**src/design/mips_pkg.sv**
```systemverilog
/* MIPS subset shared definitions */

package mips_pkg;

	typedef logic [31:0] word_t;    // Data or instruction word
	typedef logic [4:0]  reg_idx_t; // Register number
	typedef logic [5:0]  opcode_t;  // Instruction bits 31:26

	// Main opcodes
	localparam opcode_t op_rtype = 6'b000000;
	localparam opcode_t op_lw    = 6'b100011;
	localparam opcode_t op_sw    = 6'b101011;
	localparam opcode_t op_beq   = 6'b000100;
	localparam opcode_t op_nop   = 6'b100000; // Substituted for bubbles

	// R-type funct field codes
	localparam logic [5:0] fn_add = 6'b100000;
	localparam logic [5:0] fn_sub = 6'b100010;
	localparam logic [5:0] fn_and = 6'b100100;
	localparam logic [5:0] fn_or  = 6'b100101;
	localparam logic [5:0] fn_slt = 6'b101010;

	// ALUOp from the main decoder
	typedef logic [1:0] alu_op_t;

	localparam alu_op_t alu_op_add   = 2'b00; // lw and sw address
	localparam alu_op_t alu_op_sub   = 2'b01; // beq compare
	localparam alu_op_t alu_op_funct = 2'b10; // R-type decodes the funct field

	// Concrete ALU operation
	typedef enum logic [2:0] {
		sel_add,
		sel_sub,
		sel_and,
		sel_or,
		sel_slt
	} alu_sel_t;

endpackage

```
**src/design/ctrl_if.sv**
```systemverilog
/* Decode control bundle */

interface ctrl_if;

	logic                  reg_write;  // Result goes to the register file
	logic                  mem_to_reg; // Writeback from memory, not ALU
	logic                  branch;
	logic                  mem_read;
	logic                  mem_write;
	logic                  reg_dst;    // rd as destination, else rt
	mips_pkg::alu_op_t     alu_op;
	logic                  alu_src;    // Immediate as ALU operand b

	modport decoder (
		output reg_write, mem_to_reg, branch, mem_read,
		output mem_write, reg_dst, alu_op, alu_src
	);

	modport pipeline (
		input reg_write, mem_to_reg, branch, mem_read,
		input mem_write, reg_dst, alu_op, alu_src
	);

endinterface

```
**src/design/alu_unit.sv**
```systemverilog
/* ALU and ALU control */

module alu_unit (
	input  mips_pkg::alu_op_t alu_op,
	input  logic [5:0]        funct,
	input  mips_pkg::word_t   a,
	input  mips_pkg::word_t   b,
	output mips_pkg::word_t   result,
	output logic              zero
);

	mips_pkg::alu_sel_t sel;

	always_comb begin
		case (alu_op)
			mips_pkg::alu_op_sub:   sel = mips_pkg::sel_sub;
			mips_pkg::alu_op_funct: begin
				case (funct)
					mips_pkg::fn_sub: sel = mips_pkg::sel_sub;
					mips_pkg::fn_and: sel = mips_pkg::sel_and;
					mips_pkg::fn_or:  sel = mips_pkg::sel_or;
					mips_pkg::fn_slt: sel = mips_pkg::sel_slt;
					default:          sel = mips_pkg::sel_add; // fn_add and others
				endcase
			end
			default: sel = mips_pkg::sel_add;
		endcase
	end

	always_comb begin
		case (sel)
			mips_pkg::sel_sub: result = a - b;
			mips_pkg::sel_and: result = a & b;
			mips_pkg::sel_or:  result = a | b;
			mips_pkg::sel_slt: result = {31'b0, $signed(a) < $signed(b)}; // Signed
			default:           result = a + b;
		endcase
	end

	assign zero = (result == '0);

endmodule

```
**src/design/hazard_unit.sv**
```systemverilog
/* Stall and flush detection */

module hazard_unit (
	input  mips_pkg::reg_idx_t rs,
	input  mips_pkg::reg_idx_t rt,
	input  mips_pkg::reg_idx_t ex_dest,
	input  logic               ex_reg_write,
	input  mips_pkg::reg_idx_t mem_dest,
	input  logic               mem_reg_write,
	input  logic               branch_taken,
	output logic               stall,
	output logic               flush
);

	logic rs_hit;
	logic rt_hit;

	// Register zero never carries a dependence
	assign rs_hit = (rs != '0) &&
		((ex_reg_write && (rs == ex_dest)) || (mem_reg_write && (rs == mem_dest)));
	assign rt_hit = (rt != '0) &&
		((ex_reg_write && (rt == ex_dest)) || (mem_reg_write && (rt == mem_dest)));

	// WB writes pass through the register file, so no check against WB

	assign flush = branch_taken;
	assign stall = (rs_hit || rt_hit) && !branch_taken; // Flush wins

endmodule

```
**src/design/id_control.sv**
```systemverilog
/* Decode stage main control */

module id_control (
	input  mips_pkg::word_t instr,
	input  logic            noop,  // Bubble request from hazard handling
	ctrl_if.decoder         ctrl
);

	mips_pkg::opcode_t opcode;

	assign opcode = noop ? mips_pkg::op_nop : instr[31:26];

	always_comb begin
		// Everything inactive unless the opcode says otherwise
		ctrl.reg_write  = 1'b0;
		ctrl.mem_to_reg = 1'b0;
		ctrl.branch     = 1'b0;
		ctrl.mem_read   = 1'b0;
		ctrl.mem_write  = 1'b0;
		ctrl.reg_dst    = 1'b0;
		ctrl.alu_op     = mips_pkg::alu_op_add;
		ctrl.alu_src    = 1'b0;

		case (opcode)
			mips_pkg::op_rtype: begin
				ctrl.reg_dst   = 1'b1;
				ctrl.alu_op    = mips_pkg::alu_op_funct;
				ctrl.reg_write = 1'b1;
			end
			mips_pkg::op_lw: begin
				ctrl.alu_src    = 1'b1;
				ctrl.mem_read   = 1'b1;
				ctrl.reg_write  = 1'b1;
				ctrl.mem_to_reg = 1'b1;
			end
			mips_pkg::op_sw: begin
				ctrl.alu_src   = 1'b1;
				ctrl.mem_write = 1'b1; // reg_dst is a don't care here
			end
			mips_pkg::op_beq: begin
				ctrl.alu_op = mips_pkg::alu_op_sub;
				ctrl.branch = 1'b1;
			end
			default: begin
				// op_nop and undefined opcodes keep the inactive values
			end
		endcase
	end

endmodule

```
**src/design/mips_pipeline.sv**
```systemverilog
/* Five-stage MIPS pipeline */

module mips_pipeline #(
	parameter int pc_bits = 8 // Word address bits of instruction space
) (
	input  logic            clk,
	input  logic            arst_n,
	output mips_pkg::word_t instr_addr,
	input  mips_pkg::word_t instr,
	output mips_pkg::word_t dmem_addr,
	output mips_pkg::word_t dmem_wdata,
	output logic            dmem_we,
	input  mips_pkg::word_t dmem_rdata,
	output logic            wb_en,
	output mips_pkg::reg_idx_t wb_reg,
	output mips_pkg::word_t wb_data
);

	// IF
	logic [pc_bits-1:0] pc;     // Word index
	mips_pkg::word_t    pc_byte;
	mips_pkg::word_t    pc4;

	// IF/ID
	logic               if_id_valid;
	mips_pkg::word_t    if_id_instr;
	mips_pkg::word_t    if_id_pc4;

	// ID
	ctrl_if             id_ctrl ();
	logic               id_noop;
	logic               stall;
	logic               flush;
	mips_pkg::reg_idx_t id_rs;
	mips_pkg::reg_idx_t id_rt;
	mips_pkg::reg_idx_t id_dest;
	mips_pkg::word_t    id_rs_data;
	mips_pkg::word_t    id_rt_data;
	mips_pkg::word_t    id_imm;

	// ID/EX
	logic               id_ex_reg_write;
	logic               id_ex_mem_to_reg;
	logic               id_ex_branch;
	logic               id_ex_mem_read;
	logic               id_ex_mem_write;
	mips_pkg::alu_op_t  id_ex_alu_op;
	logic               id_ex_alu_src;
	mips_pkg::word_t    id_ex_rs_data;
	mips_pkg::word_t    id_ex_rt_data;
	mips_pkg::word_t    id_ex_imm;
	mips_pkg::word_t    id_ex_pc4;
	logic [5:0]         id_ex_funct;
	mips_pkg::reg_idx_t id_ex_dest;

	// EX
	mips_pkg::word_t    alu_b;
	mips_pkg::word_t    alu_result;
	logic               alu_zero;
	logic               branch_taken;
	mips_pkg::word_t    branch_target;

	// EX/MEM
	logic               ex_mem_reg_write;
	logic               ex_mem_mem_to_reg;
	logic               ex_mem_mem_read;
	logic               ex_mem_mem_write;
	mips_pkg::word_t    ex_mem_alu;
	mips_pkg::word_t    ex_mem_wdata;
	mips_pkg::reg_idx_t ex_mem_dest;

	// MEM/WB
	logic               mem_wb_reg_write;
	logic               mem_wb_mem_to_reg;
	mips_pkg::word_t    mem_wb_alu;
	mips_pkg::word_t    mem_wb_rdata;
	mips_pkg::reg_idx_t mem_wb_dest;

	assign pc_byte    = mips_pkg::word_t'({pc, 2'b00});
	assign pc4        = pc_byte + 32'd4;
	assign instr_addr = pc_byte;

	always_ff @(posedge clk or negedge arst_n) begin
		if (!arst_n) begin
			pc <= '0;
		end else if (flush) begin
			pc <= branch_target[pc_bits+1:2];
		end else if (!stall) begin
			pc <= pc + 1'b1;
		end
	end

	always_ff @(posedge clk or negedge arst_n) begin
		if (!arst_n) begin
			if_id_valid <= 1'b0;
		end else if (flush) begin
			if_id_valid <= 1'b0; // Younger instruction killed
		end else if (!stall) begin
			if_id_valid <= 1'b1;
		end
	end

	always_ff @(posedge clk) begin
		if (!stall) begin
			if_id_instr <= instr;
			if_id_pc4   <= pc4;
		end
	end

	// Invalid slot reads nothing, so it cannot stall
	assign id_rs   = if_id_valid ? if_id_instr[25:21] : '0;
	assign id_rt   = if_id_valid ? if_id_instr[20:16] : '0;
	assign id_noop = stall || flush || !if_id_valid;
	assign id_imm  = {{16{if_id_instr[15]}}, if_id_instr[15:0]};
	assign id_dest = id_ctrl.reg_dst ? if_id_instr[15:11] : if_id_instr[20:16];

	id_control u_id_control (
		.instr (if_id_instr),
		.noop  (id_noop),
		.ctrl  (id_ctrl.decoder)
	);

	hazard_unit u_hazard_unit (
		.rs            (id_rs),
		.rt            (id_rt),
		.ex_dest       (id_ex_dest),
		.ex_reg_write  (id_ex_reg_write),
		.mem_dest      (ex_mem_dest),
		.mem_reg_write (ex_mem_reg_write),
		.branch_taken  (branch_taken),
		.stall         (stall),
		.flush         (flush)
	);

	reg_file u_reg_file (
		.clk     (clk),
		.arst_n  (arst_n),
		.rs      (id_rs),
		.rt      (id_rt),
		.rs_data (id_rs_data),
		.rt_data (id_rt_data),
		.we      (wb_en),
		.wr_reg  (wb_reg),
		.wr_data (wb_data)
	);

	// Control already zeroed by the decoder on stall or flush
	always_ff @(posedge clk or negedge arst_n) begin
		if (!arst_n) begin
			id_ex_reg_write  <= 1'b0;
			id_ex_mem_to_reg <= 1'b0;
			id_ex_branch     <= 1'b0;
			id_ex_mem_read   <= 1'b0;
			id_ex_mem_write  <= 1'b0;
			id_ex_alu_op     <= mips_pkg::alu_op_add;
			id_ex_alu_src    <= 1'b0;
		end else begin
			id_ex_reg_write  <= id_ctrl.reg_write;
			id_ex_mem_to_reg <= id_ctrl.mem_to_reg;
			id_ex_branch     <= id_ctrl.branch;
			id_ex_mem_read   <= id_ctrl.mem_read;
			id_ex_mem_write  <= id_ctrl.mem_write;
			id_ex_alu_op     <= id_ctrl.alu_op;
			id_ex_alu_src    <= id_ctrl.alu_src;
		end
	end

	always_ff @(posedge clk) begin
		id_ex_rs_data <= id_rs_data;
		id_ex_rt_data <= id_rt_data;
		id_ex_imm     <= id_imm;
		id_ex_pc4     <= if_id_pc4;
		id_ex_funct   <= if_id_instr[5:0];
		id_ex_dest    <= id_dest;
	end

	assign alu_b = id_ex_alu_src ? id_ex_imm : id_ex_rt_data;

	alu_unit u_alu_unit (
		.alu_op (id_ex_alu_op),
		.funct  (id_ex_funct),
		.a      (id_ex_rs_data),
		.b      (alu_b),
		.result (alu_result),
		.zero   (alu_zero)
	);

	assign branch_taken  = id_ex_branch && alu_zero;
	assign branch_target = id_ex_pc4 + {id_ex_imm[29:0], 2'b00};

	always_ff @(posedge clk or negedge arst_n) begin
		if (!arst_n) begin
			ex_mem_reg_write  <= 1'b0;
			ex_mem_mem_to_reg <= 1'b0;
			ex_mem_mem_read   <= 1'b0;
			ex_mem_mem_write  <= 1'b0;
		end else begin
			ex_mem_reg_write  <= id_ex_reg_write;
			ex_mem_mem_to_reg <= id_ex_mem_to_reg;
			ex_mem_mem_read   <= id_ex_mem_read;
			ex_mem_mem_write  <= id_ex_mem_write;
		end
	end

	always_ff @(posedge clk) begin
		ex_mem_alu   <= alu_result;
		ex_mem_wdata <= id_ex_rt_data; // Store data
		ex_mem_dest  <= id_ex_dest;
	end

	assign dmem_addr  = ex_mem_alu;
	assign dmem_wdata = ex_mem_wdata;
	assign dmem_we    = ex_mem_mem_write;

	always_ff @(posedge clk or negedge arst_n) begin
		if (!arst_n) begin
			mem_wb_reg_write  <= 1'b0;
			mem_wb_mem_to_reg <= 1'b0;
		end else begin
			mem_wb_reg_write  <= ex_mem_reg_write;
			mem_wb_mem_to_reg <= ex_mem_mem_to_reg;
		end
	end

	always_ff @(posedge clk) begin
		mem_wb_alu  <= ex_mem_alu;
		mem_wb_dest <= ex_mem_dest;
		if (ex_mem_mem_read) begin
			mem_wb_rdata <= dmem_rdata; // Only loads sample memory
		end
	end

	assign wb_en   = mem_wb_reg_write && (mem_wb_dest != '0);
	assign wb_reg  = mem_wb_dest;
	assign wb_data = mem_wb_mem_to_reg ? mem_wb_rdata : mem_wb_alu;

endmodule

```
**src/design/reg_file.sv**
```systemverilog
/* Register file */

module reg_file (
	input  logic               clk,
	input  logic               arst_n,
	input  mips_pkg::reg_idx_t rs,
	input  mips_pkg::reg_idx_t rt,
	output mips_pkg::word_t    rs_data,
	output mips_pkg::word_t    rt_data,
	input  logic               we,
	input  mips_pkg::reg_idx_t wr_reg,
	input  mips_pkg::word_t    wr_data
);

	mips_pkg::word_t regs [32];

	logic wr_live; // A write that actually lands

	assign wr_live = we && (wr_reg != '0);

	always_ff @(posedge clk or negedge arst_n) begin
		if (!arst_n) begin
			for (int i = 0; i < 32; i++) begin
				regs[i] <= '0;
			end
		end else if (wr_live) begin
			regs[wr_reg] <= wr_data;
		end
	end

	// Same-cycle write shows up on the read ports
	assign rs_data = (wr_live && (wr_reg == rs)) ? wr_data : regs[rs];
	assign rt_data = (wr_live && (wr_reg == rt)) ? wr_data : regs[rt];

endmodule

```
**config.mk**
```make
export PLATFORM = sky130hd
export DESIGN_NAME = mips_pipeline
export DESIGN_NICKNAME = d
export VERILOG_FILES = /design/src/design/mips_pkg.sv /design/src/design/ctrl_if.sv /design/src/design/alu_unit.sv /design/src/design/hazard_unit.sv /design/src/design/id_control.sv /design/src/design/mips_pipeline.sv /design/src/design/reg_file.sv
export SDC_FILE = /design/constraint.sdc
export NUM_CORES = 2
export LEC_CHECK = 0
export BUFFER_PORTS_ARGS = -buffer_cell sky130_fd_sc_hd__buf_2
export CAP_MARGIN = 20
export CORE_ASPECT_RATIO = 0.9
export CORE_MARGIN = 4
export CORE_UTILIZATION = 45
export CTS_CLUSTER_SIZE = 24
export DETAILED_ROUTE_END_ITERATION = 8
export PLACE_DENSITY = 0.72
export SLEW_MARGIN = 0
export SYNTH_ARGS = -nofsm -noshare
export SYNTH_HDL_FRONTEND = slang
export SYNTH_SLANG_ARGS = --single-unit
export TNS_END_PERCENT = 50
```
**constraint.sdc**
```tcl
create_clock -name clk -period 6.5 [get_ports clk]
set_input_delay 0.325 -clock clk [delete_from_list [all_inputs] [get_ports clk]]
set_output_delay 0.325 -clock clk [all_outputs]
set_load 0.005 [all_outputs]
```
==> run_results.csv <==
group,metric,value,unit
logic_synthesis,synthCells,7454,
routing,viasPerCell,6.57,
worst_setup_path,worstPathCellList,"buf_4, mux2i_1, ha_1, a21oi_1, o21ai_0, or2_2, o211ai_1, a21oi_1, a31o_1, a222oi_1, a21oi_1, or4_1, or4_1, nand2b_2, buf_4",
worst_setup_path,cp_top_family,"compound AO/OA/AOI/OAI gates",
sta,skew,32.0,ps
sta,min_period,6180,ps
worst_setup_path,reg2reg_depth,15,
sta,rsz0062_at_grt,"no",
global_routing,grt_max_degree,175,
global_routing,grt_usage,32.8,%
routing,dr.max_layer_used,"met5",
global_routing,gr-total-overflow,0,
hold_path,hold_path.class,"input port to asynchronous set/reset pin",
clocking,insertion_delay,810,ps
worst_setup_path,cp_max_fo,17,
floorplanning,io_pins,201,
clocking,cts.sinks,1316,
routing,drc,0,
layout,drive_above_1_share,16.2,%
logic_synthesis,synth_top_area_share,37.8,%
logic_synthesis,synthTopCellsByCount,"a21oi_1, dfrtp_1, nor2_1",
placement,hpwl,164,mm
worst_setup_path,worstSetupEndpointType,"register",
routing,antenna_left,0,
routing,post_drt_wl_per_cell,28.8,um
worst_setup_path,critPathArrivalTime,6650,ps
sta,worst_slew_pin_slew,1140,ps
worst_setup_path,cpMostUsedCell,"a21oi_1",
logic_synthesis,synth_seq_area_share,46.7,%
floorplanning,initial_core_util,45.3,%
global_routing,antenna_found_initial,19,
worst_setup_path,crit_buf_inv,2,
power,max-vdd-ir-drop,288,uV
logic_synthesis,synth_cell_types,100,
logic_synthesis,yosysWarnings,0,
sta,report.final.hold_viol_count,0,
layout,nets,7519,
sta,timing.final.max_slew_violations,0,
logic_synthesis,syn_area_per_cell,9.27,um^2
job,max-cap-violations,0,
layout,design_area,77700,um^2
sta,slew_headroom,23.9,%
clocking,cts_made_buffers,137,
layout,max_flop_register,"u_reg_file.regs",
floorplanning,die_x,421,um
routing,routed_wl,272,mm
logic_synthesis,post-synth-top-area-cell,"dfrtp_1",
logic_synthesis,synthesis.area,69100,um^2
global_routing,grt_pass1_wl,396,mm
clocking,cts-resized-gates,0,
floorplanning,die_h,380,um
logic_synthesis,synth_edf_count,72,
power,finalPower,22.3,mW
power,power-per-cell-area,287,nW/um^2
clocking,cts-root-buf,"clkbuf_16",
worst_setup_path,crit_cells,15,
routing,met2_length,113,mm
worst_setup_path,slowest_delay,730,ps
worst_setup_path,rr_startpoint,"id_ex_alu_src$_DFF_PN0_",
worst_setup_path,r2r-end,"if_id_instr[12]$_DFFE_PN_",
logic_synthesis,synth_most_common_cell,"a21oi_1",
routing,dr_total_vias,62101,
routing,wl_met1,103,mm
layout,final_util,50.9,%
worst_setup_path,start_kind,"register",
layout,area.growth.synth_to_final,12.3,%
logic_synthesis,ys_ff_latch,1316,
worst_setup_path,rrSetupSlack,320,ps
floorplanning,core-area,153000,um^2
routing,drtPass1Iterations,9,
placement,placed_area,72300,um^2
worst_setup_path,crit_slowest_cell,"or4_1",
clocking,clkSlewWorstSetupHoldPaths,60,ps
routing,drt-initial-drc-count,9981,
power,leakage,34.0,nW
logic_synthesis,synthArstFlopShare,79.4,%
placement,io_buffers,176,
routing,wl_met3,35.4,mm
clocking,cts_tree,"built",
sta,setup_viol,0,
placement,gp_congestion,0.923,
clocking,post-cts-setup-buffers,0,
layout,largest_reg_flops,1024,
outcome,outcome,"complete, no violations",
global_routing,grt_pass1_vias,59705,
sta,period_share,95.0,%
logic_synthesis,ys.flop_type,"dfrtp_1",
floorplanning,fp-row-count,136,
worst_setup_path,required,6970,ps
clocking,cts_htree_levels,4,
clocking,cts_buffer_depth,3,
logic_synthesis,synth_area_leaders,"dfrtp_1, a21oi_1, mux2_2",
sta,max_freq,162,MHz
sta,timing.setup.tns,0,ps
worst_setup_path,path_class,"register to register",
floorplanning,die-area,160000,um^2
## final cells by class
type                            instances  area, um^2
Clock buffer                          198        3990
Timing Repair Buffer                  447        3410
Sequential cell                      1316       32300
Tap cell                             2001        2500
Antenna cell                            5        12.5
Multi-Input combinational cell       5265       34200
Inverter                              156         586
Fill cell                           13687       75000
Clock inverter                         58         688
## cells in the final DEF, fill, tap and decap left out, drive strengths merged, types with 23 or more instances in the layout
cell / netlist / final
edfxtp: 72 / 72
nor2b: 139 / 139
nor2: 758 / 758
dlygate4sd3: 0 / 65
dfrtp: 1045 / 1045
a211oi: 208 / 208
nor3: 88 / 88
a211o: 25 / 25
inv: 154 / 162
clkbuf: 623 / 199
o221ai: 42 / 42
a21oi: 1082 / 1082
nor4: 49 / 49
mux2i: 249 / 249
buf: 117 / 381
ha: 127 / 127
a22oi: 117 / 117
clkinv: 2 / 39
dfxtp: 199 / 199
nand2: 595 / 595
mux2: 469 / 469
conb: 1 / 24
o21ai: 609 / 609
xnor2: 63 / 63
nand2b: 33 / 33
a221oi: 172 / 172
xor2: 24 / 24
nand3: 41 / 41
a2111oi: 23 / 23
o22ai: 38 / 38
a221o: 65 / 65
## logic make-up (layout without fill, tap and decap cells)
logic type | count (synthesis) | in the layout | synth area share (%)
compound gates | 2521 | 2521 | 22.2
xor+xnor | 87 | 87 | 1.11
fa+ha+maj | 130 | 130 | 2.39
buf+inv | 896 | 859 | 5.05
flops | 1316 | 1316 | 46.7
mux | 718 | 718 | 11.3
other cells | 1 | 29 | 0.00542
simple gates | 1785 | 1785 | 11.2
## metrics by stage
step           hold WS, ps  setup slack, ps  instances
5_1_grt                215             62.2       9441
4_1_cts                163              499       9437
3_5_place_dp           327              553       9116
3_3_place_gp           324              576       9116
2_1_floorplan         29.4              435       7477
6_report               136              322       9446
## metal layers
layer  vias to the layer above  track usage (%)
li1                      26438                -
met1                     30047             43.2
met2                      4472             46.9
met3                      1132             9.51
met4                        12             21.2
met5                         -                0
## how the worst max path moves through the flow
stage,start,to,slack [ps]
floorplan,id_ex_alu_src$_DFF_PN0_,if_id_instr[0]$_DFFE_PN_,440
global placement,id_ex_alu_src$_DFF_PN0_,if_id_instr[10]$_DFFE_PN_,580
detailed placement,id_ex_alu_src$_DFF_PN0_,if_id_instr[9]$_DFFE_PN_,550
CTS,id_ex_alu_src$_DFF_PN0_,if_id_instr[12]$_DFFE_PN_,500
global route,id_ex_alu_src$_DFF_PN0_,if_id_instr[12]$_DFFE_PN_,60
finish,id_ex_alu_src$_DFF_PN0_,if_id_instr[12]$_DFFE_PN_,320
## power breakdown
part	internal (mW)	switching, mW
clock network	4.72	3.55
registers	8.84	0.493
logic	1.50	3.22
## repair_timing
action                                  4_1_cts  5_1_grt
endpoints found under the hold margin       138        0
endpoints found under the setup margin        0        0
hold buffers                                 65        0
Power figures use the tool's default switching activity.
